$ cat config.mk
export PLATFORM = sky130hd
export DESIGN_NAME = thread_regfile
export DESIGN_NICKNAME = d
export VERILOG_FILES = /design/src/hw/rv_pkg.sv /design/src/hw/thread_regfile.sv
export VERILOG_INCLUDE_DIRS = /design/src /design/src/hw
export SDC_FILE = /design/constraint.sdc
export NUM_CORES = 2
export LEC_CHECK = 0
export BUFFER_PORTS_ARGS = -buffer_cell sky130_fd_sc_hd__buf_2
export CORE_ASPECT_RATIO = 0.5
export CORE_UTILIZATION = 50
export DETAILED_ROUTE_END_ITERATION = 10
export PLACE_DENSITY = 0.62
export SKIP_CTS_REPAIR_TIMING = 1
export SLEW_MARGIN = 20
export SYNTH_ARGS = -nofsm -noshare
export SYNTH_HDL_FRONTEND = slang
export SYNTH_SLANG_ARGS = --single-unit
$ cat constraint.sdc
create_clock -name clk -period 8.7 [get_ports clk]
set_clock_uncertainty 0.05 [all_clocks]
set_input_delay 0.87 -clock clk [delete_from_list [all_inputs] [get_ports clk]]
set_output_delay 0.87 -clock clk [all_outputs]
set_load 0.05 [all_outputs]
$ cat src/hw/rv_defs.svh
`ifndef RV_DEFS_SVH
`define RV_DEFS_SVH

// Hardware threads
// Power of two and at least 4, so a thread's writeback
// always lands before that thread is fetched again
`define RV_NUM_THREADS 4

// Data and PC word width
`define RV_XLEN 32

// Word address width of one thread's ROM region
`define RV_ROM_AW 6

`endif

$ cat src/hw/rv_pkg.sv
`default_nettype none

`include "rv_defs.svh"

package rv_pkg;

  // Basic words and indices
  typedef logic [`RV_XLEN-1:0] word_t;
  typedef logic [4:0] reg_idx_t;
  typedef logic [$clog2(`RV_NUM_THREADS)-1:0] thread_t;
  typedef logic [`RV_ROM_AW-1:0] rom_addr_t;

  // --------------------
  // ALU operations, PASS_B serves LUI
  typedef enum logic [2:0] {
    ALU_ADD    = 3'd0,
    ALU_SUB    = 3'd1,
    ALU_AND    = 3'd2,
    ALU_OR     = 3'd3,
    ALU_XOR    = 3'd4,
    ALU_SLT    = 3'd5,
    ALU_SLTU   = 3'd6,
    ALU_PASS_B = 3'd7
  } alu_op_t;

  // Writeback source
  typedef enum logic [0:0] {
    WB_ALU  = 1'b0,
    WB_LINK = 1'b1
  } wb_sel_t;

  // Branch condition
  typedef enum logic [2:0] {
    BR_NONE = 3'd0,
    BR_EQ   = 3'd1,
    BR_NE   = 3'd2,
    BR_LT   = 3'd3,
    BR_GE   = 3'd4
  } br_cond_t;

  // --------------------
  // Major opcodes of the kept subset
  typedef enum logic [6:0] {
    OPC_OP     = 7'b0110011,
    OPC_OP_IMM = 7'b0010011,
    OPC_LUI    = 7'b0110111,
    OPC_JAL    = 7'b1101111,
    OPC_BRANCH = 7'b1100011
  } opcode_t;

endpackage

`default_nettype wire

$ cat src/hw/thread_regfile.sv
`timescale 1ns/1ps
`default_nettype none

`include "rv_defs.svh"

module thread_regfile (
  input  wire                    clk,
  // Read side, decode cycle
  input  wire rv_pkg::thread_t   i_rd_thread,
  input  wire rv_pkg::reg_idx_t  i_rs1,
  input  wire rv_pkg::reg_idx_t  i_rs2,
  // Write side, from writeback
  input  wire                    i_wr_en,
  input  wire rv_pkg::thread_t   i_wr_thread,
  input  wire rv_pkg::reg_idx_t  i_wr_addr,
  input  wire rv_pkg::word_t     i_wr_data,
  output rv_pkg::word_t          o_rs1_data,
  output rv_pkg::word_t          o_rs2_data
);

  localparam int TW    = $clog2(`RV_NUM_THREADS);
  localparam int DEPTH = `RV_NUM_THREADS * 32;

  // Banked by thread, thread index in the upper address bits
  // All zero at start, x0 stays that way
  rv_pkg::word_t regs [DEPTH] = '{default: '0};

  logic [TW+4:0] rd1_idx;
  logic [TW+4:0] rd2_idx;
  logic [TW+4:0] wr_idx;

  assign rd1_idx = {i_rd_thread, i_rs1};
  assign rd2_idx = {i_rd_thread, i_rs2};
  assign wr_idx  = {i_wr_thread, i_wr_addr};

  // Single write port, x0 never written
  always_ff @(posedge clk) begin
    if (i_wr_en && (i_wr_addr != '0)) begin
      regs[wr_idx] <= i_wr_data;
    end
  end

  // Combinational reads
  assign o_rs1_data = regs[rd1_idx];
  assign o_rs2_data = regs[rd2_idx];

endmodule

`default_nettype wire

==> flow_summary.toml <==
[cts]
cts_tree = "done"
cts.path.max_buffers = 4
htree_levels = 5
root_buffer = "clkbuf_16"
clkTransAtPathRegs_ns = 0.06
cts.sinks = 4096
numCtsBuffers = 376

[place]
numPortBuffers = 116
placed_area_um2 = 196400
place.gp.congestion = 0.8273
dp_hpwl_um = 328100

[critical_path]
critPathCaptureType = "output port"
critPathKind = "input pin to output port"
required_ns = 7.78
crit_fanout = 71
max_stage_delay_ns = 0.80
crit_top_cell = "mux4_2"
arrival_ns = 4.84
cp_slowest_cell = "buf_4"
cp-endpoint = "o_rs1_data[18]"
startpoint_type = "input pin"
crit_chain = "buf_12, buf_4, mux4_2, mux4_2, mux4_2, mux2_2, buf_2"
startpoint = "i_rs1[0]"

[yosys]
ys_seq_area_share_pct = 65.64
synthCells = 7620
synth.distinct_cells = 15
post-synth-top-area-fraction_pct = 65.64
synth.largest_area_cell = "edfxtp_1"
synth_area_leaders = "edfxtp_1 (66%), mux4_2 (32%), clkbuf_1 (0.74%)"
syn_area_um2 = 187400
yosysWarnings = 0
avgSynthCellArea_um2 = 24.59
ys_ff_latch = 4096

[detailed_routing]
drc_errors = 0
wirelength_um = 595100
drtIter0Drc = 15281
wl_per_cell_um = 44.98
antenna_left = 0
drt_pass1_iterations = 5
vias = 98378
viasPerCell = 7.436

[die]
die_y_um = 434.9
die_x_um = 867.8
die_area_um2 = 377400
num_io_pins = 117
core_um2 = 371900
rows = 158
initial_core_util_pct = 50.39

[grt]
grt_antenna_before_repair = 60
overflow = 0
grt_max_degree = 129
grt_usage_pct = 31.65
grt_pass1_vias = 97464
grt_pass1_wl_um = 818200

[cells_and_area]
fin_area_um2 = 208300
largest_registers = "regs x4096"
largest_register_ffs = 4096
nets = 7987
largest_register = "regs"
synthToLayoutAreaGrowth_pct = 11.17
drive_gt1_share_pct = 46.38

[timing]
rsz0062_at_grt = "no"
final_max_slew_viol_count = 0
tns_ns = 0
hold_violations = 0
slew_headroom_pct = 19.26
setup_viol = 0
worstMarginPinSlew_ns = 1.211
min_period_ns = 5.758
max_freq_mhz = 173.7
finalCritPeriodShare_pct = 66.19

[min_path]
min_path_type = "input pin to flip-flop"

[power_and_ir_drop]
pwr_density_cell_nw_per_um2 = 202.2
power_leakage_nw = 62.96
max-vdd-ir-drop_uv = 147.6

[flow_run]
cap_violations = 0

[status]
status = "complete, no violations"
## power by group
group	leakage, nW	total, mW	internal [mW]	switching [mW]
Sequential	36.9	21.9	21.8	0.0555
Combinational	20.3	3.82	1.61	2.21
Clock	5.71	16.4	8.95	7.47
## cells in the final DEF (no fill, tap or decap), types with 3 or more instances in the layout
master	n
edfxtp_1	4096
mux4_2	2688
clkbuf_16	383
buf_4	270
conb_1	128
nor2_4	124
clkinv_1	90
buf_2	72
clkbuf_1	69
buf_12	65
mux2_2	64
clkinv_2	64
diode_2	43
bufinv_16	30
clkinvlp_4	17
nand2_1	9
nor2b_1	7
inv_6	7
buf_8	7
nand3_1	6
clkinv_4	6
nand3_2	4
clkinv_8	4
buf_16	4
nor2_1	3
## Yosys cell counts
cell,number
buf_1,109
buf_2,128
buf_4,1
buf_6,4
clkbuf_1,371
conb_1,1
edfxtp_1,4096
mux2_2,64
mux4_2,2688
nand2_1,11
nand3_1,10
nand3b_1,1
nand4_1,2
nor2_1,127
nor2b_1,7
## layout make-up
type	count	area (um2)
clock buffer	452	9843
multi-input combinational	3038	63330
fill	26673	163500
antenna	43	107.6
timing repair buffer	422	3954
sequential	4096	123000
tap	4960	6206
clock inverter	219	1886
## per-layer routing
layer	GRT usage, %	vias to the layer above	wire length [um]
li1	-	35630	-
met1	45.20	54828	223400
met2	46.36	6763	268600
met3	10.35	1131	77680
met4	11.32	26	25310
met5	0	-	178
## through the flow
step	total power, mW	util (%)	hold WS [ns]	setup slack, ns	cells
5_1_grt	43.13	56.01	0.2128	2.754	13206
6_report	42.13	56.02	0.2369	2.942	13230
4_1_cts	42.23	55.97	0.1586	2.907	13184
3_5_place_dp	26.09	52.82	1.177	2.906	12513
3_3_place_gp	26.07	52.79	1.173	2.952	12508
2_1_floorplan	24.65	-	0.9189	4.139	7747
## worst max-delay path, delay by kind of cell
family	cells	cell delay [ns]
multiplexers	4	2.19
buffers and inverters	3	1.55
## how the worst min path moves through the flow
stage	end	cells after the start	from
5_1_grt	regs[12][17]	1	i_wr_data[17]
4_1_cts	regs[12][17]	1	i_wr_data[17]
3_5_place_dp	regs[27][17]	1	i_wr_data[17]
6_report	regs[27][17]	1	i_wr_data[17]
2_1_floorplan	regs[0][0]	0	i_wr_data[0]
3_3_place_gp	regs[27][17]	1	i_wr_data[17]
## logic make-up after synthesis
group | synth area share (%)
simple gates | 0.3372
flops | 65.64
buf+inv | 1.331
other cells | 0.002001
mux | 32.69
(Power assumes the default switching activity.)
