`src/hw/rv_defs.svh`:
```
`ifndef RV_DEFS_SVH
`define RV_DEFS_SVH

// Hardware threads
// Power of two and at least 4, so a thread's writeback
// always lands before that thread is fetched again
`define RV_NUM_THREADS 4

// Data and PC word width
`define RV_XLEN 32

// Word address width of one thread's ROM region
`define RV_ROM_AW 6

`endif

```
`src/hw/rv_pkg.sv`:
```
`default_nettype none

`include "rv_defs.svh"

package rv_pkg;

  // Basic words and indices
  typedef logic [`RV_XLEN-1:0] word_t;
  typedef logic [4:0] reg_idx_t;
  typedef logic [$clog2(`RV_NUM_THREADS)-1:0] thread_t;
  typedef logic [`RV_ROM_AW-1:0] rom_addr_t;

  // --------------------
  // ALU operations, PASS_B serves LUI
  typedef enum logic [2:0] {
    ALU_ADD    = 3'd0,
    ALU_SUB    = 3'd1,
    ALU_AND    = 3'd2,
    ALU_OR     = 3'd3,
    ALU_XOR    = 3'd4,
    ALU_SLT    = 3'd5,
    ALU_SLTU   = 3'd6,
    ALU_PASS_B = 3'd7
  } alu_op_t;

  // Writeback source
  typedef enum logic [0:0] {
    WB_ALU  = 1'b0,
    WB_LINK = 1'b1
  } wb_sel_t;

  // Branch condition
  typedef enum logic [2:0] {
    BR_NONE = 3'd0,
    BR_EQ   = 3'd1,
    BR_NE   = 3'd2,
    BR_LT   = 3'd3,
    BR_GE   = 3'd4
  } br_cond_t;

  // --------------------
  // Major opcodes of the kept subset
  typedef enum logic [6:0] {
    OPC_OP     = 7'b0110011,
    OPC_OP_IMM = 7'b0010011,
    OPC_LUI    = 7'b0110111,
    OPC_JAL    = 7'b1101111,
    OPC_BRANCH = 7'b1100011
  } opcode_t;

endpackage

`default_nettype wire

```
`src/hw/execute_unit.sv`:
```
`timescale 1ns/1ps
`default_nettype none

`include "rv_defs.svh"

module execute_unit (
  input  wire                    clk,
  input  wire                    reset,
  // From decode
  input  wire                    i_ex_valid,
  input  wire rv_pkg::thread_t   i_ex_thread,
  input  wire rv_pkg::word_t     i_ex_pc,
  input  wire rv_pkg::reg_idx_t  i_ex_rd,
  input  wire                    i_ex_we,
  input  wire rv_pkg::alu_op_t   i_ex_alu_op,
  input  wire                    i_ex_use_imm,
  input  wire rv_pkg::wb_sel_t   i_ex_wb_sel,
  input  wire rv_pkg::br_cond_t  i_ex_br,
  input  wire                    i_ex_jal,
  input  wire rv_pkg::word_t     i_ex_imm,
  input  wire rv_pkg::word_t     i_ex_op_a,
  input  wire rv_pkg::word_t     i_ex_op_b,
  // Register writeback
  output logic                   o_wb_en,
  output rv_pkg::thread_t        o_wb_thread,
  output rv_pkg::reg_idx_t       o_wb_addr,
  output rv_pkg::word_t          o_wb_data,
  // Next PC for the same thread
  output logic                   o_pc_wr_en,
  output rv_pkg::thread_t        o_pc_wr_thread,
  output rv_pkg::word_t          o_pc_wr_data
);

  rv_pkg::word_t   alu_b;
  rv_pkg::word_t   alu_res;
  rv_pkg::word_t   pc_plus4;
  rv_pkg::word_t   pc_target;
  rv_pkg::word_t   next_pc;
  logic            br_eq;
  logic            br_lt;
  logic            br_taken;
  rv_pkg::thread_t wb_thread;

  // --------------------
  // ALU
  assign alu_b = i_ex_use_imm ? i_ex_imm : i_ex_op_b;

  always_comb begin
    case (i_ex_alu_op)
      rv_pkg::ALU_ADD:  alu_res = i_ex_op_a + alu_b;
      rv_pkg::ALU_SUB:  alu_res = i_ex_op_a - alu_b;
      rv_pkg::ALU_AND:  alu_res = i_ex_op_a & alu_b;
      rv_pkg::ALU_OR:   alu_res = i_ex_op_a | alu_b;
      rv_pkg::ALU_XOR:  alu_res = i_ex_op_a ^ alu_b;
      rv_pkg::ALU_SLT:  alu_res = rv_pkg::word_t'($signed(i_ex_op_a) < $signed(alu_b));
      rv_pkg::ALU_SLTU: alu_res = rv_pkg::word_t'(i_ex_op_a < alu_b);
      // LUI immediate straight through
      default:          alu_res = alu_b;
    endcase
  end

  // --------------------
  // Branch compare, always on the two registers
  assign br_eq = (i_ex_op_a == i_ex_op_b);
  assign br_lt = ($signed(i_ex_op_a) < $signed(i_ex_op_b));

  always_comb begin
    case (i_ex_br)
      rv_pkg::BR_EQ: br_taken = br_eq;
      rv_pkg::BR_NE: br_taken = !br_eq;
      rv_pkg::BR_LT: br_taken = br_lt;
      rv_pkg::BR_GE: br_taken = !br_lt;
      default:       br_taken = 1'b0;
    endcase
  end

  // Next PC, also the JAL link value
  assign pc_plus4  = i_ex_pc + `RV_XLEN'(4);
  assign pc_target = i_ex_pc + i_ex_imm;
  assign next_pc   = (i_ex_jal || br_taken) ? pc_target : pc_plus4;

  // --------------------
  // Writeback registers
  always_ff @(posedge clk) begin
    if (reset) begin
      o_wb_en    <= 1'b0;
      o_pc_wr_en <= 1'b0;
      wb_thread  <= '0;
    end else begin
      o_wb_en    <= i_ex_we;
      // Every valid slot moves its thread's PC, no-ops included
      o_pc_wr_en <= i_ex_valid;
      wb_thread  <= i_ex_thread;
    end
  end

  always_ff @(posedge clk) begin
    o_wb_addr    <= i_ex_rd;
    o_wb_data    <= (i_ex_wb_sel == rv_pkg::WB_LINK) ? pc_plus4 : alu_res;
    o_pc_wr_data <= next_pc;
  end

  // Register and PC writes belong to the same thread
  assign o_wb_thread    = wb_thread;
  assign o_pc_wr_thread = wb_thread;

endmodule

`default_nettype wire

```
`config.mk`:
```
export PLATFORM = sky130hd
export DESIGN_NAME = execute_unit
export DESIGN_NICKNAME = d
export VERILOG_FILES = /design/src/hw/rv_pkg.sv /design/src/hw/execute_unit.sv
export VERILOG_INCLUDE_DIRS = /design/src /design/src/hw
export SDC_FILE = /design/constraint.sdc
export NUM_CORES = 1
export LEC_CHECK = 0
export ABC_AREA = 1
export ABC_CLOCK_PERIOD_IN_PS = 7650
export BUFFER_PORTS_ARGS = -buffer_cell sky130_fd_sc_hd__buf_2
export CORE_ASPECT_RATIO = 1.2
export CORE_MARGIN = 1.5
export CORE_UTILIZATION = 60
export CTS_CLUSTER_DIAMETER = 80
export CTS_CLUSTER_SIZE = 24
export DETAILED_ROUTE_END_ITERATION = 6
export GPL_ROUTABILITY_DRIVEN = 1
export PLACE_DENSITY = 0.85
export SYNTH_ARGS = -nofsm -noshare
export SYNTH_HDL_FRONTEND = slang
export SYNTH_SLANG_ARGS = --single-unit
```
`constraint.sdc`:
```
create_clock -name clk -period 7.65 [get_ports clk]
set_input_delay 1.1475 -clock clk [delete_from_list [all_inputs] [get_ports clk]]
set_output_delay 1.1475 -clock clk [all_outputs]
set_load 0.02 [all_outputs]
```
==> results by group, run 1 <==
Power and ir drop
  – Power Density: between 100 and 150 nW/um^2
  – LEAKAGE: approximately 7.7 nW
  – Worst VDD drop: approximately 0.11 mV

Die
  – Cell Rows: 57
  – Total core area: 20200 sq um
  – Ports: roughly 220
  – Die Span Y: roughly 160 um
  – Die width: roughly 130 um
  – Starting Density: between 60% and 70%
  – Die ar.: 21300 sq um

Timing
  – Fin crit period: ~4800 ps
  – Final WS setup: around 2800 ps
  – Max-slew violation count: 0
  – Worst-margin pin slew: roughly 1200 ps
  – Final setup fails: 0
  – Highest clock rate: roughly 210 MHz
  – RSZ-0062 raised after global routing: false
  – Endpoints failing hold: 0
  – Fin crit share: between 60% and 70%
  – Slew HR: 21.2%
  – Setup TNS: 0 ps

Critical path
  – Critical path arrival: just over 5000 ps
  – CP max FO: 64
  – Critical path's slowest cell: buf_2
  – WP depth: 19
  – Buf+Inv Stages, Crit Path: 4
  – Critical Path Sink: o_wb_data[26]$_DFF_P_
  – Most numerous cell on the critical path: nand2_1
  – Critical-path cell list: buf_2 -> nand2_1 -> o21ai_0 -> inv_1 -> fa_1 -> inv_1 -> nand3_1 -> nand2_1 -> nand2_1 -> nand2_1 -> inv_1 -> o21ai_0 -> nand3_1 -> nand2_1 -> nand2_1 -> nand3_1 -> nand3_1 -> nand2_1 -> nand2_1
  – CP startpoint: i_ex_use_imm
  – Startpoint Class: primary input
  – Worst Path Required: 7890 ps
  – CP peak stage delay: ~870 ps
  – Setup crit end kind: flop
  – Crit Path Class: primary input to flop
  – Crit path max-delay family: simple AND/OR/NAND/NOR gates

Drt
  – Detail Route Antenna Nets: 0
  – DR pass1 iterations: 7
  – Vias: between 15000 and 20000
  – DRC errors left: 4
  – WL/cell: 20.2 um
  – Final wirelength: 51.1 mm
  – Iter 0 DRT Violations: around 2000
  – Drt via density: slightly above 6

Global routing
  – Total global-route track usage: ~47%
  – Grt ovf: 0
  – Largest net degree at the start of global routing: 65
  – Vias in the first global route: about 14000
  – Initial antenna violation count: 2
  – First-pass GRT wire length: 77.8 mm

Final layout
  – Layout cells sized above 1: ~13%
  – Area grow syn2layout: 13.2%
  – Commonest cells after routing, fill and taps aside: nand2_1, inv_1, buf_2
  – Most common cell after layout, fill and taps aside: nand2_1
  – Filler Cells Inserted: approximately 1900
  – Final #Nets: 2597

Clock network
  – CTS tree: done
  – Post-CTS Resized: 0
  – CTS Buffer Depth: 2
  – Num Clock Sinks: 73
  – Hold-fix buffers, CTS: 0
  – CTS H-tree lvls: 3
  – CTS buffer count: 9
  – Post-CTS setup buffers: 0
  – Root buffer cell: clkbuf_16
  – Clk slew on worst S/H paths: around 70 ps

Yosys
  – Synth Instances: ~2100
  – Avg Inst Size Synth: 5.95 sq um
  – Synth cell types: 53
  – Synth Flop Type: dfxtp_1
  – Post-synth top area share: between 10% and 20%
  – Ys Warns: 0
  – Top cells by area, synth: ha_1, nand2_1, dfxtp_1, inv_1, nand3_1
  – Post-synth EDFFs: 0
  – Synth async-reset ratio: 0%
  – #FFs+latches synth: 73
  – Post-Syn Area: approximately 12000 sq um
  – Syn_nets: around 2400
  – Sequential area share after synthesis: between 10% and 20%
  – Area leader, netlist: ha_1

Worst hold path
  – Hold Path Class: primary input to flop

Place
  – PortBufs: 222
  – Dpl hpwl: a little over 40 mm
  – Pre-CTS WS: about 2600 ps
  – RD Place Congestion: about 1.1

Run status
  – Status: complete, but fails checks
  – Failing checks: DRC

Job
  – Max Cap Viol: 0
## layout make-up
type	count	area (sq um)	share of cell area, %
sequential	73	1460	10.5
multi-input combinational	1604	9310	67.0
tap	265	332	2.39
timing repair buffer	234	1200	8.64
clock inverter	7	103	0.738
inverter	335	1260	9.06
clock buffer	9	225	1.62
antenna	2	5.00	0.0360
## synthesized netlist by cell type (11+ instances only)
cell type,n
nor3_1,28
nor2_1,155
nand4_1,24
nand2_1,511
o21bai_1,12
clkbuf_1,28
inv_1,332
dfxtp_1,73
o221ai_1,11
ha_1,189
a221oi_1,18
xnor2_1,22
o21ai_0,117
a21oi_1,180
xor2_1,34
nand3_1,203
buf_2,17
## cell families after synthesis
logic type	Yosys count	synth area share, %
XOR/XNOR	56	4.00
AO/OA/AOI/OAI	392	18.1
flip-flops	73	11.9
adder cells (fa/ha/maj)	192	19.8
buffers and inverters	387	12.3
AND/OR/NAND/NOR	964	34.0
## through the flow
step                      instance area [sq um]  std cells  hold slack (ps)  utilization (%)  power (W)
after floorplan                           12300       2064             1180                -    0.00115
after global placement                    13600       2511             1250             67.2    0.00149
after detailed placement                  13600       2511             1250             67.2    0.00151
after CTS                                 13900       2527              889             68.8    0.00201
after global routing                      13900       2529              890             68.9    0.00215
final                                     13900       2529              892             68.9    0.00205
## flip-flops by register name, summed over array words and instances, names as in the netlist
register,flops
o_pc_wr_data,32
o_wb_data,32
o_pc_wr_thread,2
o_wb_en,1
o_wb_addr,5
o_pc_wr_en,1
## worst min-delay path by stage
| stage | to | cells after the start | from |
|---|---|---|---|
| detailed placement | o_wb_addr[2]$_DFF_P_ | 1 | i_ex_rd[2] |
| CTS | o_wb_addr[2]$_DFF_P_ | 1 | i_ex_rd[2] |
| finish | o_wb_addr[2]$_DFF_P_ | 1 | i_ex_rd[2] |
| floorplan | o_wb_addr[0]$_DFF_P_ | 0 | i_ex_rd[0] |
| global placement | o_wb_addr[3]$_DFF_P_ | 1 | i_ex_rd[3] |
| global route | o_wb_addr[2]$_DFF_P_ | 1 | i_ex_rd[2] |
## report_power, final
part	switching, W	internal [W]
clock network	0.000208	0.000291
registers	0.0000195	0.000436
logic	0.000756	0.000338
## routing by layer
layer  up-vias  track usage, %  wire length, um
met1      6765            55.0            18500
met5         -               0                0
li1       7124               -                -
met4         0            36.5             4950
met2      1083            76.8            22700
met3       299            6.48             4950
No activity file was read; power rests on OpenSTA's default activity.
==> run 2: changes to the inputs <==
ABC_CLOCK_PERIOD_IN_PS = 4200   (was 7650)
CORE_UTILIZATION = 53   (was 60)
PLACE_DENSITY = 0.79   (was 0.85)
clock period = 4.2 ns   (was 7.65 ns; I/O delays follow)
==> results by group, run 2 (same netlist as run 1, synthesis figures left out) <==
Power and ir drop
  – Final Power: ~0.0036 W
  – Internal: 0.00183 W
  – Worst VDD drop: 0.243 mV
  – Reg power frac: 22.9%
  – LEAKAGE: about 7.7 nW
  – Logic gate share of total power: 55.6%
  – Clock share of power: 21.5%
  – Power Density: 257 nW/um^2
  – Net Switching: ~0.0018 W
  – Sw Ratio: 49.2%

Final layout
  – Design area: 14000 sq um
  – Layout Utilization: approximately 62%
  – Area grow syn2layout: 14.1%
  – Most common cell after layout, fill and taps aside: nand2_1
  – Commonest cells after routing, fill and taps aside: nand2_1, inv_1, buf_2
  – Final #Nets: about 2600
  – Layout cells sized above 1: a little over an eighth
  – Top flop regs: o_pc_wr_data: 32 flops, o_wb_data: 32 flops, o_wb_addr: 5 flops
  – N_diodes: 0

Die
  – Die Span Y: 170 um
  – Starting Density: 54.3%
  – Cell Rows: 60
  – Ports: around 220
  – Total core area: approximately 23000 sq um
  – Die ar.: 24100 sq um
  – Die width: approximately 140 um

Global routing
  – Largest net degree at the start of global routing: 40
  – Grt ovf: 0
  – First-pass GRT wire length: roughly 76 mm
  – Initial antenna violation count: 0
  – Vias in the first global route: 14100
  – Total global-route track usage: between 40% and 50%

Clock network
  – Post-CTS setup buffers: 0
  – Root buffer cell: clkbuf_16
  – Clk slew on worst S/H paths: approximately 70 ps
  – Num Clock Sinks: 73
  – Post-CTS Resized: 0
  – CTS H-tree lvls: 3
  – CTS tree: done
  – CTS Buffer Depth: 2
  – CTS buffer count: 9
  – Hold-fix buffers, CTS: 0

Critical path
  – Critical-path cell list: buf_2 -> buf_4 -> o21ai_0 -> ha_1 -> inv_1 -> nand2_1 -> nor2_1 -> inv_1 -> nor2_1 -> inv_1 -> nor2_1 -> nor2_1 -> nand2_1 -> nand2_1 -> nand3_1 -> nand3_1 -> nand2_1 -> nand2_1
  – CP peak stage delay: around 780 ps
  – CP max FO: 39
  – Worst Path Required: 4440 ps
  – Crit Path Class: primary input to flop
  – Critical path's slowest cell: o21ai_0
  – Critical path arrival: 4050 ps
  – Startpoint Class: primary input
  – Setup crit end kind: flop
  – Most numerous cell on the critical path: nand2_1

Drt
  – DR pass1 iterations: 7
  – Drt via density: 5.82
  – WL/cell: 19.8 um
  – Final wirelength: 51.2 mm
  – DRC errors left: 0
  – Vias: about 15000
  – Detail Route Antenna Nets: 0
  – Iter 0 DRT Violations: roughly 1500

Run status
  – Status: completed

Timing
  – Endpoints failing hold: 0
  – Slew HR: 35.5%
  – Worst-margin pin slew: ~960 ps
  – RSZ-0062 raised after global routing: false
  – Final setup fails: 0
  – Fin crit share: between 90% and 100%
  – Fin crit period: 3810 ps
  – Final WS setup: 393 ps
  – Setup TNS: 0 ps
  – Max-slew violation count: 0
  – Highest clock rate: approximately 260 MHz

Place
  – RD Place Congestion: between 1 and 1.5
  – Dpl hpwl: around 42 mm
  – PortBufs: about 220
  – Area after DPL: roughly 14000 sq um
  – Pre-CTS WS: approximately 170 ps

Job
  – Max Cap Viol: 0

Worst hold path
  – Hold Path Class: primary input to flop
-- run 2: changes by cell type in the layout (fill, tap and decap cells not counted), sizes merged --
cell / before / now
diode: 2 / 0
clkinv: 4 / 3
bufinv: 2 / 0
clkinvlp: 0 / 2
buf: 234 / 248
clkbuf: 9 / 10
-- run 2: worst max-delay path: cells and delay by family --
family / cells / cell delay [ps]
adder cells (fa/ha/maj): 1 / 480
AND/OR/NAND/NOR: 11 / 1240
buffers and inverters: 5 / 900
AO/OA/AOI/OAI: 1 / 780
-- run 2: layer usage --
| layer | routed length, um | up-vias | track usage [%] |
|---|---|---|---|
| met5 | 0 | - | 0 |
| met4 | 3970 | 0 | 28.8 |
| met3 | 4600 | 223 | 5.78 |
| met2 | 23200 | 905 | 68.8 |
| met1 | 19400 | 6765 | 49.2 |
| li1 | - | 7154 | - |
-- run 2: per-stage QoR --
| stage | instances | hold WS (ps) |
|---|---|---|
| after floorplan | 2064 | 658 |
| after global placement | 2570 | 733 |
| after detailed placement | 2570 | 734 |
| after CTS | 2586 | 378 |
| after global routing | 2586 | 378 |
| final | 2586 | 380 |
-- run 2: power groups by stage --
stage / logic (W) / clock network, W / registers [W]
floorplan: 0.00113 / 0 / 0.000967
detailed placement: 0.00193 / 0 / 0.000840
finish: 0.00200 / 0.000772 / 0.000825
CTS: 0.00194 / 0.000775 / 0.000825
global route: 0.00217 / 0.000795 / 0.000833
global placement: 0.00192 / 0 / 0.000840
-- run 2: cell type report --
class                      count  area (sq um)
multi-input combinational   1604          9310
fill                        2204          8590
sequential                    73          1460
timing repair buffer         248          1320
inverter                     335          1260
tap                          310           388
clock buffer                  10           229
clock inverter                 6          42.5
-- run 2: worst paths after layout --
path | to | cells past startpoint | start | slack, ps
worst max-delay path | o_wb_data[26]$_DFF_P_ | 18 | i_ex_use_imm | 390
worst min-delay path | o_wb_addr[1]$_DFF_P_ | 1 | i_ex_rd[1] | 380
