`config.mk`:
```
export PLATFORM = sky130hd
export DESIGN_NAME = instr_decoder
export DESIGN_NICKNAME = d
export VERILOG_FILES = /design/src/hw/rv_pkg.sv /design/src/hw/instr_decoder.sv
export VERILOG_INCLUDE_DIRS = /design/src /design/src/hw
export SDC_FILE = /design/constraint.sdc
export NUM_CORES = 1
export LEC_CHECK = 0
export BUFFER_PORTS_ARGS = -buffer_cell sky130_fd_sc_hd__buf_2
export CAP_MARGIN = 20
export CORE_AREA = 2 2 113 115
export CTS_CLUSTER_SIZE = 24
export DETAILED_ROUTE_END_ITERATION = 10
export DIE_AREA = 0 0 115 117
export SLEW_MARGIN = 5
export SYNTH_ARGS = -nofsm -noshare
export SYNTH_HDL_FRONTEND = slang
export SYNTH_SLANG_ARGS = --single-unit
```
`constraint.sdc`:
```
create_clock -name clk -period 1.8 [get_ports clk]
set_clock_uncertainty 0.2 [all_clocks]
set_input_delay 0.18 -clock clk [delete_from_list [all_inputs] [get_ports clk]]
set_output_delay 0.18 -clock clk [all_outputs]
set_load 0.05 [all_outputs]
```
`src/hw/rv_defs.svh`:
```
`ifndef RV_DEFS_SVH
`define RV_DEFS_SVH

// Hardware threads
// Power of two and at least 4, so a thread's writeback
// always lands before that thread is fetched again
`define RV_NUM_THREADS 4

// Data and PC word width
`define RV_XLEN 32

// Word address width of one thread's ROM region
`define RV_ROM_AW 6

`endif

```
`src/hw/rv_pkg.sv`:
```
`default_nettype none

`include "rv_defs.svh"

package rv_pkg;

  // Basic words and indices
  typedef logic [`RV_XLEN-1:0] word_t;
  typedef logic [4:0] reg_idx_t;
  typedef logic [$clog2(`RV_NUM_THREADS)-1:0] thread_t;
  typedef logic [`RV_ROM_AW-1:0] rom_addr_t;

  // --------------------
  // ALU operations, PASS_B serves LUI
  typedef enum logic [2:0] {
    ALU_ADD    = 3'd0,
    ALU_SUB    = 3'd1,
    ALU_AND    = 3'd2,
    ALU_OR     = 3'd3,
    ALU_XOR    = 3'd4,
    ALU_SLT    = 3'd5,
    ALU_SLTU   = 3'd6,
    ALU_PASS_B = 3'd7
  } alu_op_t;

  // Writeback source
  typedef enum logic [0:0] {
    WB_ALU  = 1'b0,
    WB_LINK = 1'b1
  } wb_sel_t;

  // Branch condition
  typedef enum logic [2:0] {
    BR_NONE = 3'd0,
    BR_EQ   = 3'd1,
    BR_NE   = 3'd2,
    BR_LT   = 3'd3,
    BR_GE   = 3'd4
  } br_cond_t;

  // --------------------
  // Major opcodes of the kept subset
  typedef enum logic [6:0] {
    OPC_OP     = 7'b0110011,
    OPC_OP_IMM = 7'b0010011,
    OPC_LUI    = 7'b0110111,
    OPC_JAL    = 7'b1101111,
    OPC_BRANCH = 7'b1100011
  } opcode_t;

endpackage

`default_nettype wire

```
`src/hw/instr_decoder.sv`:
```
`timescale 1ns/1ps
`default_nettype none

`include "rv_defs.svh"

module instr_decoder (
  input  wire                    clk,
  input  wire                    reset,
  // Fetch slot and instruction
  input  wire                    i_valid,
  input  wire rv_pkg::thread_t   i_thread,
  input  wire rv_pkg::word_t     i_pc,
  input  wire rv_pkg::word_t     i_instr,
  // Register file
  input  wire rv_pkg::word_t     i_rs1_data,
  input  wire rv_pkg::word_t     i_rs2_data,
  output rv_pkg::reg_idx_t       o_rs1,
  output rv_pkg::reg_idx_t       o_rs2,
  // Execute stage
  output logic                   o_ex_valid,
  output rv_pkg::thread_t        o_ex_thread,
  output rv_pkg::word_t          o_ex_pc,
  output rv_pkg::reg_idx_t       o_ex_rd,
  output logic                   o_ex_we,
  output rv_pkg::alu_op_t        o_ex_alu_op,
  output logic                   o_ex_use_imm,
  output rv_pkg::wb_sel_t        o_ex_wb_sel,
  output rv_pkg::br_cond_t       o_ex_br,
  output logic                   o_ex_jal,
  output rv_pkg::word_t          o_ex_imm,
  output rv_pkg::word_t          o_ex_op_a,
  output rv_pkg::word_t          o_ex_op_b
);

  rv_pkg::opcode_t  opcode;
  logic [2:0]       funct3;
  logic [6:0]       funct7;
  rv_pkg::reg_idx_t rd;
  rv_pkg::word_t    imm_i;
  rv_pkg::word_t    imm_b;
  rv_pkg::word_t    imm_u;
  rv_pkg::word_t    imm_j;

  logic             dec_we;
  rv_pkg::alu_op_t  dec_alu_op;
  logic             dec_use_imm;
  rv_pkg::wb_sel_t  dec_wb_sel;
  rv_pkg::br_cond_t dec_br;
  logic             dec_jal;
  rv_pkg::word_t    dec_imm;

  // --------------------
  // Instruction fields
  assign opcode = rv_pkg::opcode_t'(i_instr[6:0]);
  assign rd     = i_instr[11:7];
  assign funct3 = i_instr[14:12];
  assign o_rs1  = i_instr[19:15];
  assign o_rs2  = i_instr[24:20];
  assign funct7 = i_instr[31:25];

  // Immediates, sign extended to the word
  assign imm_i = rv_pkg::word_t'($signed(i_instr[31:20]));
  assign imm_b = rv_pkg::word_t'($signed({i_instr[31], i_instr[7], i_instr[30:25],
                                          i_instr[11:8], 1'b0}));
  assign imm_u = rv_pkg::word_t'($signed({i_instr[31:12], 12'b0}));
  assign imm_j = rv_pkg::word_t'($signed({i_instr[31], i_instr[19:12], i_instr[20],
                                          i_instr[30:21], 1'b0}));

  // --------------------
  // Control decode
  // Anything outside the kept set falls through as a no-op
  always_comb begin
    dec_we      = 1'b0;
    dec_alu_op  = rv_pkg::ALU_ADD;
    dec_use_imm = 1'b0;
    dec_wb_sel  = rv_pkg::WB_ALU;
    dec_br      = rv_pkg::BR_NONE;
    dec_jal     = 1'b0;
    dec_imm     = imm_i;
    case (opcode)
      rv_pkg::OPC_OP: begin
        // Base funct7 only, SUB is the one alternate form
        if (funct7 == 7'b0000000 || (funct7 == 7'b0100000 && funct3 == 3'b000)) begin
          dec_we = 1'b1;
          case (funct3)
            3'b000:  dec_alu_op = funct7[5] ? rv_pkg::ALU_SUB : rv_pkg::ALU_ADD;
            3'b010:  dec_alu_op = rv_pkg::ALU_SLT;
            3'b011:  dec_alu_op = rv_pkg::ALU_SLTU;
            3'b100:  dec_alu_op = rv_pkg::ALU_XOR;
            3'b110:  dec_alu_op = rv_pkg::ALU_OR;
            3'b111:  dec_alu_op = rv_pkg::ALU_AND;
            // Shifts
            default: dec_we = 1'b0;
          endcase
        end
      end
      rv_pkg::OPC_OP_IMM: begin
        dec_we      = 1'b1;
        dec_use_imm = 1'b1;
        case (funct3)
          3'b000:  dec_alu_op = rv_pkg::ALU_ADD;
          3'b010:  dec_alu_op = rv_pkg::ALU_SLT;
          3'b011:  dec_alu_op = rv_pkg::ALU_SLTU;
          3'b100:  dec_alu_op = rv_pkg::ALU_XOR;
          3'b110:  dec_alu_op = rv_pkg::ALU_OR;
          3'b111:  dec_alu_op = rv_pkg::ALU_AND;
          // Shift immediates
          default: dec_we = 1'b0;
        endcase
      end
      rv_pkg::OPC_LUI: begin
        dec_we      = 1'b1;
        dec_alu_op  = rv_pkg::ALU_PASS_B;
        dec_use_imm = 1'b1;
        dec_imm     = imm_u;
      end
      rv_pkg::OPC_JAL: begin
        dec_we     = 1'b1;
        dec_jal    = 1'b1;
        dec_wb_sel = rv_pkg::WB_LINK;
        dec_imm    = imm_j;
      end
      rv_pkg::OPC_BRANCH: begin
        dec_imm = imm_b;
        case (funct3)
          3'b000:  dec_br = rv_pkg::BR_EQ;
          3'b001:  dec_br = rv_pkg::BR_NE;
          3'b100:  dec_br = rv_pkg::BR_LT;
          3'b101:  dec_br = rv_pkg::BR_GE;
          // Unsigned branches not kept
          default: dec_br = rv_pkg::BR_NONE;
        endcase
      end
      default: dec_we = 1'b0;
    endcase
  end

  // --------------------
  // Decode/execute boundary
  // Enables only count for a valid slot, rd of x0 never writes
  always_ff @(posedge clk) begin
    if (reset) begin
      o_ex_valid  <= 1'b0;
      o_ex_thread <= '0;
      o_ex_we     <= 1'b0;
      o_ex_jal    <= 1'b0;
      o_ex_br     <= rv_pkg::BR_NONE;
    end else begin
      o_ex_valid  <= i_valid;
      o_ex_thread <= i_thread;
      o_ex_we     <= i_valid && dec_we && (rd != '0);
      o_ex_jal    <= i_valid && dec_jal;
      o_ex_br     <= i_valid ? dec_br : rv_pkg::BR_NONE;
    end
  end

  // Payload, register operands captured here
  always_ff @(posedge clk) begin
    o_ex_pc      <= i_pc;
    o_ex_rd      <= rd;
    o_ex_alu_op  <= dec_alu_op;
    o_ex_use_imm <= dec_use_imm;
    o_ex_wb_sel  <= dec_wb_sel;
    o_ex_imm     <= dec_imm;
    o_ex_op_a    <= i_rs1_data;
    o_ex_op_b    <= i_rs2_data;
  end

endmodule

`default_nettype wire

```
==> impl_metrics.py, run 1 <==
metrics = {
    "power": {
        "power_frac_seq_pct": 43.1,
        "power_leakage_nw": 3.531,
        "swShare_pct": 29.47,
        "ir_worst_vdd_v": 0.0004877,
        "clkPwrFrac_pct": 40.5,
        "power_density_nw_per_um2": 1129,
        "power_frac_comb_pct": 16.4,
        "power_mw": 7.991,
        "switching_power_mw": 2.355,
        "internal-power_mw": 5.636,
    },
    "timing": {
        "setup_tns_ps": 0,
        "drv_slew": 0,
        "max_slew_margin_pct": 75.42,
        "period_needed_ps": 1680,
        "layout_setup_ws_ps": 119.9,
        "period_share_pct": 93.34,
        "setup_violations": 0,
        "max_freq_mhz": 595.2,
        "hold_viol_final": 0,
        "rsz0062_at_grt": "no",
        "tightest_slew_ps": 367.0,
        "worst_hold_slack_ps": 19.62,
    },
    "worst_setup_path": {
        "cp_max_fo": 7,
        "worstSetupPathType": "in2reg",
        "end_kind": "register",
        "critical_path_required_ps": 1910,
        "worstPathArrival_ps": 1790,
        "startpoint_type": "primary input",
    },
    "synthesis": {
        "syn_area_um2": 3615,
        "yosysSeqAreaShare_pct": 80.86,
        "yosysMostFrequentCell": "dfxtp_1",
        "synth_top_cell_by_area": "dfxtp_1",
        "syn_avg_cell_area_um2": 14.29,
        "yosys_warnings": 0,
        "postSynthCellCount": 253,
        "synth_ff_type": "dfxtp_1",
        "syn-num-nets": 386,
        "synth.distinct_cells": 37,
        "synth_edf_count": 0,
        "async_reset_ff_share_pct": 0,
        "ys_ff_latch": 146,
        "synth_top_area_share_pct": 80.86,
        "synth_commonest_cells": "146 x dfxtp_1, 20 x a21o_1, 13 x nand2_1",
        "synth_area_leaders": "dfxtp_1 81%, a21o_1 4.2%, buf_4 2.1%, nand2_1 1.3%, and2_1 1.0%",
    },
    "cells_and_area": {
        "finish.utilization_pct": 57.47,
        "fin_cells": 841,
        "fin_area_um2": 7076,
        "area_delta_synth_final_pct": 95.74,
        "multiInputGateArea_um2": 600.6,
        "fillCellCount": 992,
        "drive_gt1_share_pct": 48.63,
        "nets": 811,
        "seq_area_um2": 2923,
        "diodes": 0,
    },
    "clocking": {
        "numCtsBuffers": 17,
        "cts_buffer_depth": 2,
        "clockRootBuffer": "clkbuf_16",
        "clk_pin_slew_ps": 60,
        "cts_tree": "yes",
        "cts.sinks": 146,
        "h-tree-depth": 4,
    },
    "flow_run": {
        "maxCapViolations": 0,
    },
    "detailed_routing": {
        "final_antenna_net_count": 0,
        "vias_per_cell": 4.174,
        "drt_iter0_drc": 129,
        "detail_route.wl_per_cell_um": 15.92,
        "drc": 0,
        "dr.pass1.iters": 4,
        "routed_wl_mm": 13.39,
        "vias": 3510,
    },
    "floorplan": {
        "placementRows": 41,
        "die_area_um2": 13460,
        "die_h_um": 117,
        "start_util_pct": 29.36,
        "core_area_um2": 12310,
        "num_io_pins": 289,
        "die_width_um": 115,
    },
    "global_route": {
        "overflow": 0,
        "grt_max_degree": 17,
        "antenna_found_initial": 0,
        "grt_pass1_wl_mm": 18.37,
        "grt_pass1_vias": 3568,
        "grt_usage_pct": 18.61,
    },
    "placed_design": {
        "place_ws_ps": 84.32,
        "hpwl_mm": 8.398,
        "dpl_cell_area_um2": 5167,
        "portBuffers": 288,
        "gp_congestion": 0.7740,
        "place_inst": 678,
    },
    "hold_path": {
        "hold_class": "in2reg",
    },
    "run_status": {
        "outcome": "completed",
    },
}
## layout by cell type (no fill, tap or decap), types with 3 or more instances in the layout
master            n
a21o_1           20
buf_4             7
clkinvlp_4        6
nor3_1            4
buf_2           284
inv_6             6
dlymetal6s4s_1    3
o21ai_0           5
nor2b_1           4
and2_1            6
clkbuf_16        17
nand2_1          13
dfxtp_1         146
nor2_1            5
dlygate4sd3_1   130
nand3_1           4
## worst max-delay path, stage by stage
cell and delay (ps):
dlygate4sd3_1 520, buf_2 170, nand4_1 210, or2_4 320
and2_2 240, a21o_1 160
## per-layer routing
metal	GRT usage [%]	wire [um]	share of wire [%]	vias up
met5	0	0	0	-
met4	11.00	568	4.2	0
met3	6.849	1013	7.6	40
met2	33.14	6873	51	173
met1	18.71	4936	37	1613
li1	-	-	-	1684
## state kept, by name (all words and copies together), names as in the netlist
register      count
o_ex_op_b        32
o_ex_imm         32
o_ex_valid        1
o_ex_pc          32
o_ex_thread       2
o_ex_use_imm      1
o_ex_rd           5
o_ex_we           1
o_ex_alu_op       3
o_ex_op_a        32
o_ex_jal          1
o_ex_br           3
o_ex_wb_sel       1
## final cells by class
type                       count  share of cell area, %
inverter                       1                0.05305
tap                          150                  2.653
sequential                   146                  41.31
clock buffer                  17                  6.012
clock inverter                15                  1.733
timing repair buffer         424                  39.75
multi-input combinational     88                  8.488
## cells by family (layout without fill, tap and decap cells)
group / Yosys count / in the layout / share of synthesized area (%)
buffers and inverters: 20 / 457 / 3.461
multiplexers: 1 / 1 / 0.2769
flip-flops: 146 / 146 / 80.86
XOR/XNOR: 1 / 1 / 0.2423
AND/OR/NAND/NOR: 52 / 53 / 8.308
AO/OA/AOI/OAI: 33 / 33 / 6.853
## power by group through the flow
stage	Combinational, mW	Sequential (mW)	Clock, mW
after floorplan	0.129	4.11	0
after global placement	1.06	3.51	0
after detailed placement	1.07	3.51	0
after CTS	1.30	3.44	3.29
after global routing	1.37	3.45	3.46
final	1.31	3.44	3.24
## what timing repair did
| item | CTS | global route |
|---|---|---|
| endpoints found under the setup margin | 0 | 26 |
| gates resized for setup | 0 | 8 |
| hold endpoints to repair | 145 | 2 |
| buffers inserted | 0 | 1 |
| hold buffers | 132 | 1 |
## path summary, 6_finish.rpt
path,cells past startpoint,slack (ps),from,endpoint
worst min-delay path,3,20,i_valid,o_ex_valid$_SDFF_PP0_
worst max-delay path,6,120,i_instr[5],o_ex_imm[20]$_DFF_P_
(Power assumes the default switching activity.)
==> run 2, diff against run 1 <==
CTS_BUF_LIST = sky130_fd_sc_hd__clkbuf_16   (was default)
PLACE_DENSITY = 0.62   (was default)
==> impl_metrics.py, run 2 (same netlist as run 1, synthesis figures left out) <==
metrics = {
    "global_route": {
        "grt_pass1_vias": 3734,
        "grt_max_degree": 17,
        "grt_pass1_wl_mm": 18.85,
        "grt_usage_pct": 19.04,
        "antenna_found_initial": 0,
        "overflow": 0,
    },
    "power": {
        "switching_power_mw": 2.236,
        "swShare_pct": 27.10,
        "power_frac_seq_pct": 41.7,
        "power_mw": 8.250,
        "power_frac_comb_pct": 16.0,
        "clkPwrFrac_pct": 42.3,
        "power_density_nw_per_um2": 1156,
        "ir_worst_vdd_v": 0.0004745,
        "internal-power_mw": 6.014,
        "power_leakage_nw": 3.569,
    },
    "worst_setup_path": {
        "slowest_delay_ps": 610,
        "worstSetupPathType": "in2reg",
        "cp_max_fo": 7,
        "slowest_stage": "dlygate4sd3_1",
        "startpoint_type": "primary input",
        "worstPathArrival_ps": 1870,
        "crit_chain": "dlygate4sd3_1, or3b_4, or2_4, and2_4, a21o_1",
        "critical_path_required_ps": 1900,
        "end_kind": "register",
    },
    "floorplan": {
        "num_io_pins": 289,
        "placementRows": 41,
        "die_width_um": 115,
        "core_area_um2": 12310,
        "start_util_pct": 29.36,
        "die_area_um2": 13460,
        "die_h_um": 117,
    },
    "hold_path": {
        "min_delay_path_depth": 3,
        "hold_class": "in2reg",
    },
    "detailed_routing": {
        "drt_iter0_drc": 112,
        "routed_wl_mm": 13.60,
        "vias_per_cell": 4.226,
        "vias": 3558,
        "drc": 0,
        "dr.pass1.iters": 6,
        "final_antenna_net_count": 0,
        "detail_route.wl_per_cell_um": 16.15,
    },
    "timing": {
        "drv_slew": 0,
        "layout_setup_ws_ps": 30.39,
        "max_slew_margin_pct": 75.24,
        "rsz0062_at_grt": "yes",
        "period_needed_ps": 1770,
        "period_share_pct": 98.31,
        "setup_violations": 0,
        "tightest_slew_ps": 368.0,
        "max_freq_mhz": 565.1,
        "hold_viol_final": 0,
    },
    "cells_and_area": {
        "drive_gt1_share_pct": 48.55,
        "final_common_cell": "buf_2",
        "diodes": 0,
        "area_delta_synth_final_pct": 97.51,
        "fillCellCount": 973,
        "nets": 812,
        "layout_common_cells": "285 x buf_2, 146 x dfxtp_1, 132 x dlygate4sd3_1",
    },
    "flow_run": {
        "maxCapViolations": 0,
    },
    "clocking": {
        "cts_tree": "yes",
        "clk_pin_slew_ps": 60,
        "clockRootBuffer": "clkbuf_16",
        "cts_buffer_depth": 2,
        "numCtsBuffers": 17,
        "h-tree-depth": 4,
        "cts.sinks": 146,
    },
    "placed_design": {
        "hpwl_mm": 8.654,
        "portBuffers": 288,
        "place_ws_ps": 14.00,
        "gp_congestion": 0.7861,
    },
    "run_status": {
        "outcome": "completed",
    },
}
## run 2: cell types whose count changed in the layout (fill, tap and decap cells not counted), sizes merged
cell / delta
buf: +1
bufinv: +3
clkinv: +5
clkinvlp: -4
dlygate4sd3: +2
dlymetal6s4s: -2
inv: -4
## run 2: final timing paths
path                   start              endpoint
setup / recovery  i_instr[3]  o_ex_imm[22]$_DFF_P_
hold / removal    i_instr[1]   o_ex_wb_sel$_DFF_P_
## run 2: power by group through the flow
stage / sequential [mW] / clock, mW / combinational, mW
floorplan: 4.11 / 0 / 0.129
global placement: 3.51 / 0 / 1.06
detailed placement: 3.51 / 0 / 1.07
CTS: 3.44 / 3.54 / 1.30
global route: 3.46 / 3.72 / 1.37
finish: 3.44 / 3.49 / 1.32
## run 2: stage by stage
stage | setup TNS, ps | area (um^2) | hold slack (ps) | std cells | util (%)
final | 0 | 7139 | 50.87 | 842 | 57.99
after global routing | -38.47 | 7139 | 59.58 | 842 | 57.99
after CTS | 0 | 7096 | 4.597 | 842 | 57.63
after detailed placement | 0 | 5172 | 84.02 | 677 | 42.01
after global placement | 0 | 5172 | 82.95 | 677 | 42.01
after floorplan | 0 | 3615 | 7.717 | 253 | -
## run 2: worst max-delay path, delay by kind of cell
| kind | cells | cell delay [ps] |
|---|---|---|
| AO/OA/AOI/OAI | 1 | 150 |
| buffers and inverters | 1 | 610 |
| AND/OR/NAND/NOR | 3 | 930 |
## run 2: layout make-up
cell class | count | area, um^2 | share of cell area (%)
inverters | 1 | 3.754 | 0.05258
repair buffers | 425 | 2825 | 39.57
clock inverters | 15 | 166.4 | 2.331
clock buffers | 17 | 425.4 | 5.959
multi-input cells | 88 | 608.1 | 8.517
well taps | 150 | 187.7 | 2.629
flip-flops and latches | 146 | 2923 | 40.94
## run 2: repair_timing
action / in CTS / in global routing
endpoints found under the hold margin: 145 / 0
setup buffers: 0 / 2
resized for setup: 0 / 9
hold buffers: 133 / 0
setup endpoints to repair: 0 / 29
## run 2: routing by layer
| metal | GRT usage [%] | up-vias | wire length [um] | share of wire (%) |
|---|---|---|---|---|
| li1 | - | 1686 | - | - |
| met1 | 18.39 | 1674 | 4907 | 36 |
| met2 | 36.16 | 178 | 7438 | 55 |
| met3 | 6.334 | 20 | 942 | 6.9 |
| met4 | 9.558 | 0 | 313 | 2.3 |
| met5 | 0 | - | 0 | 0 |
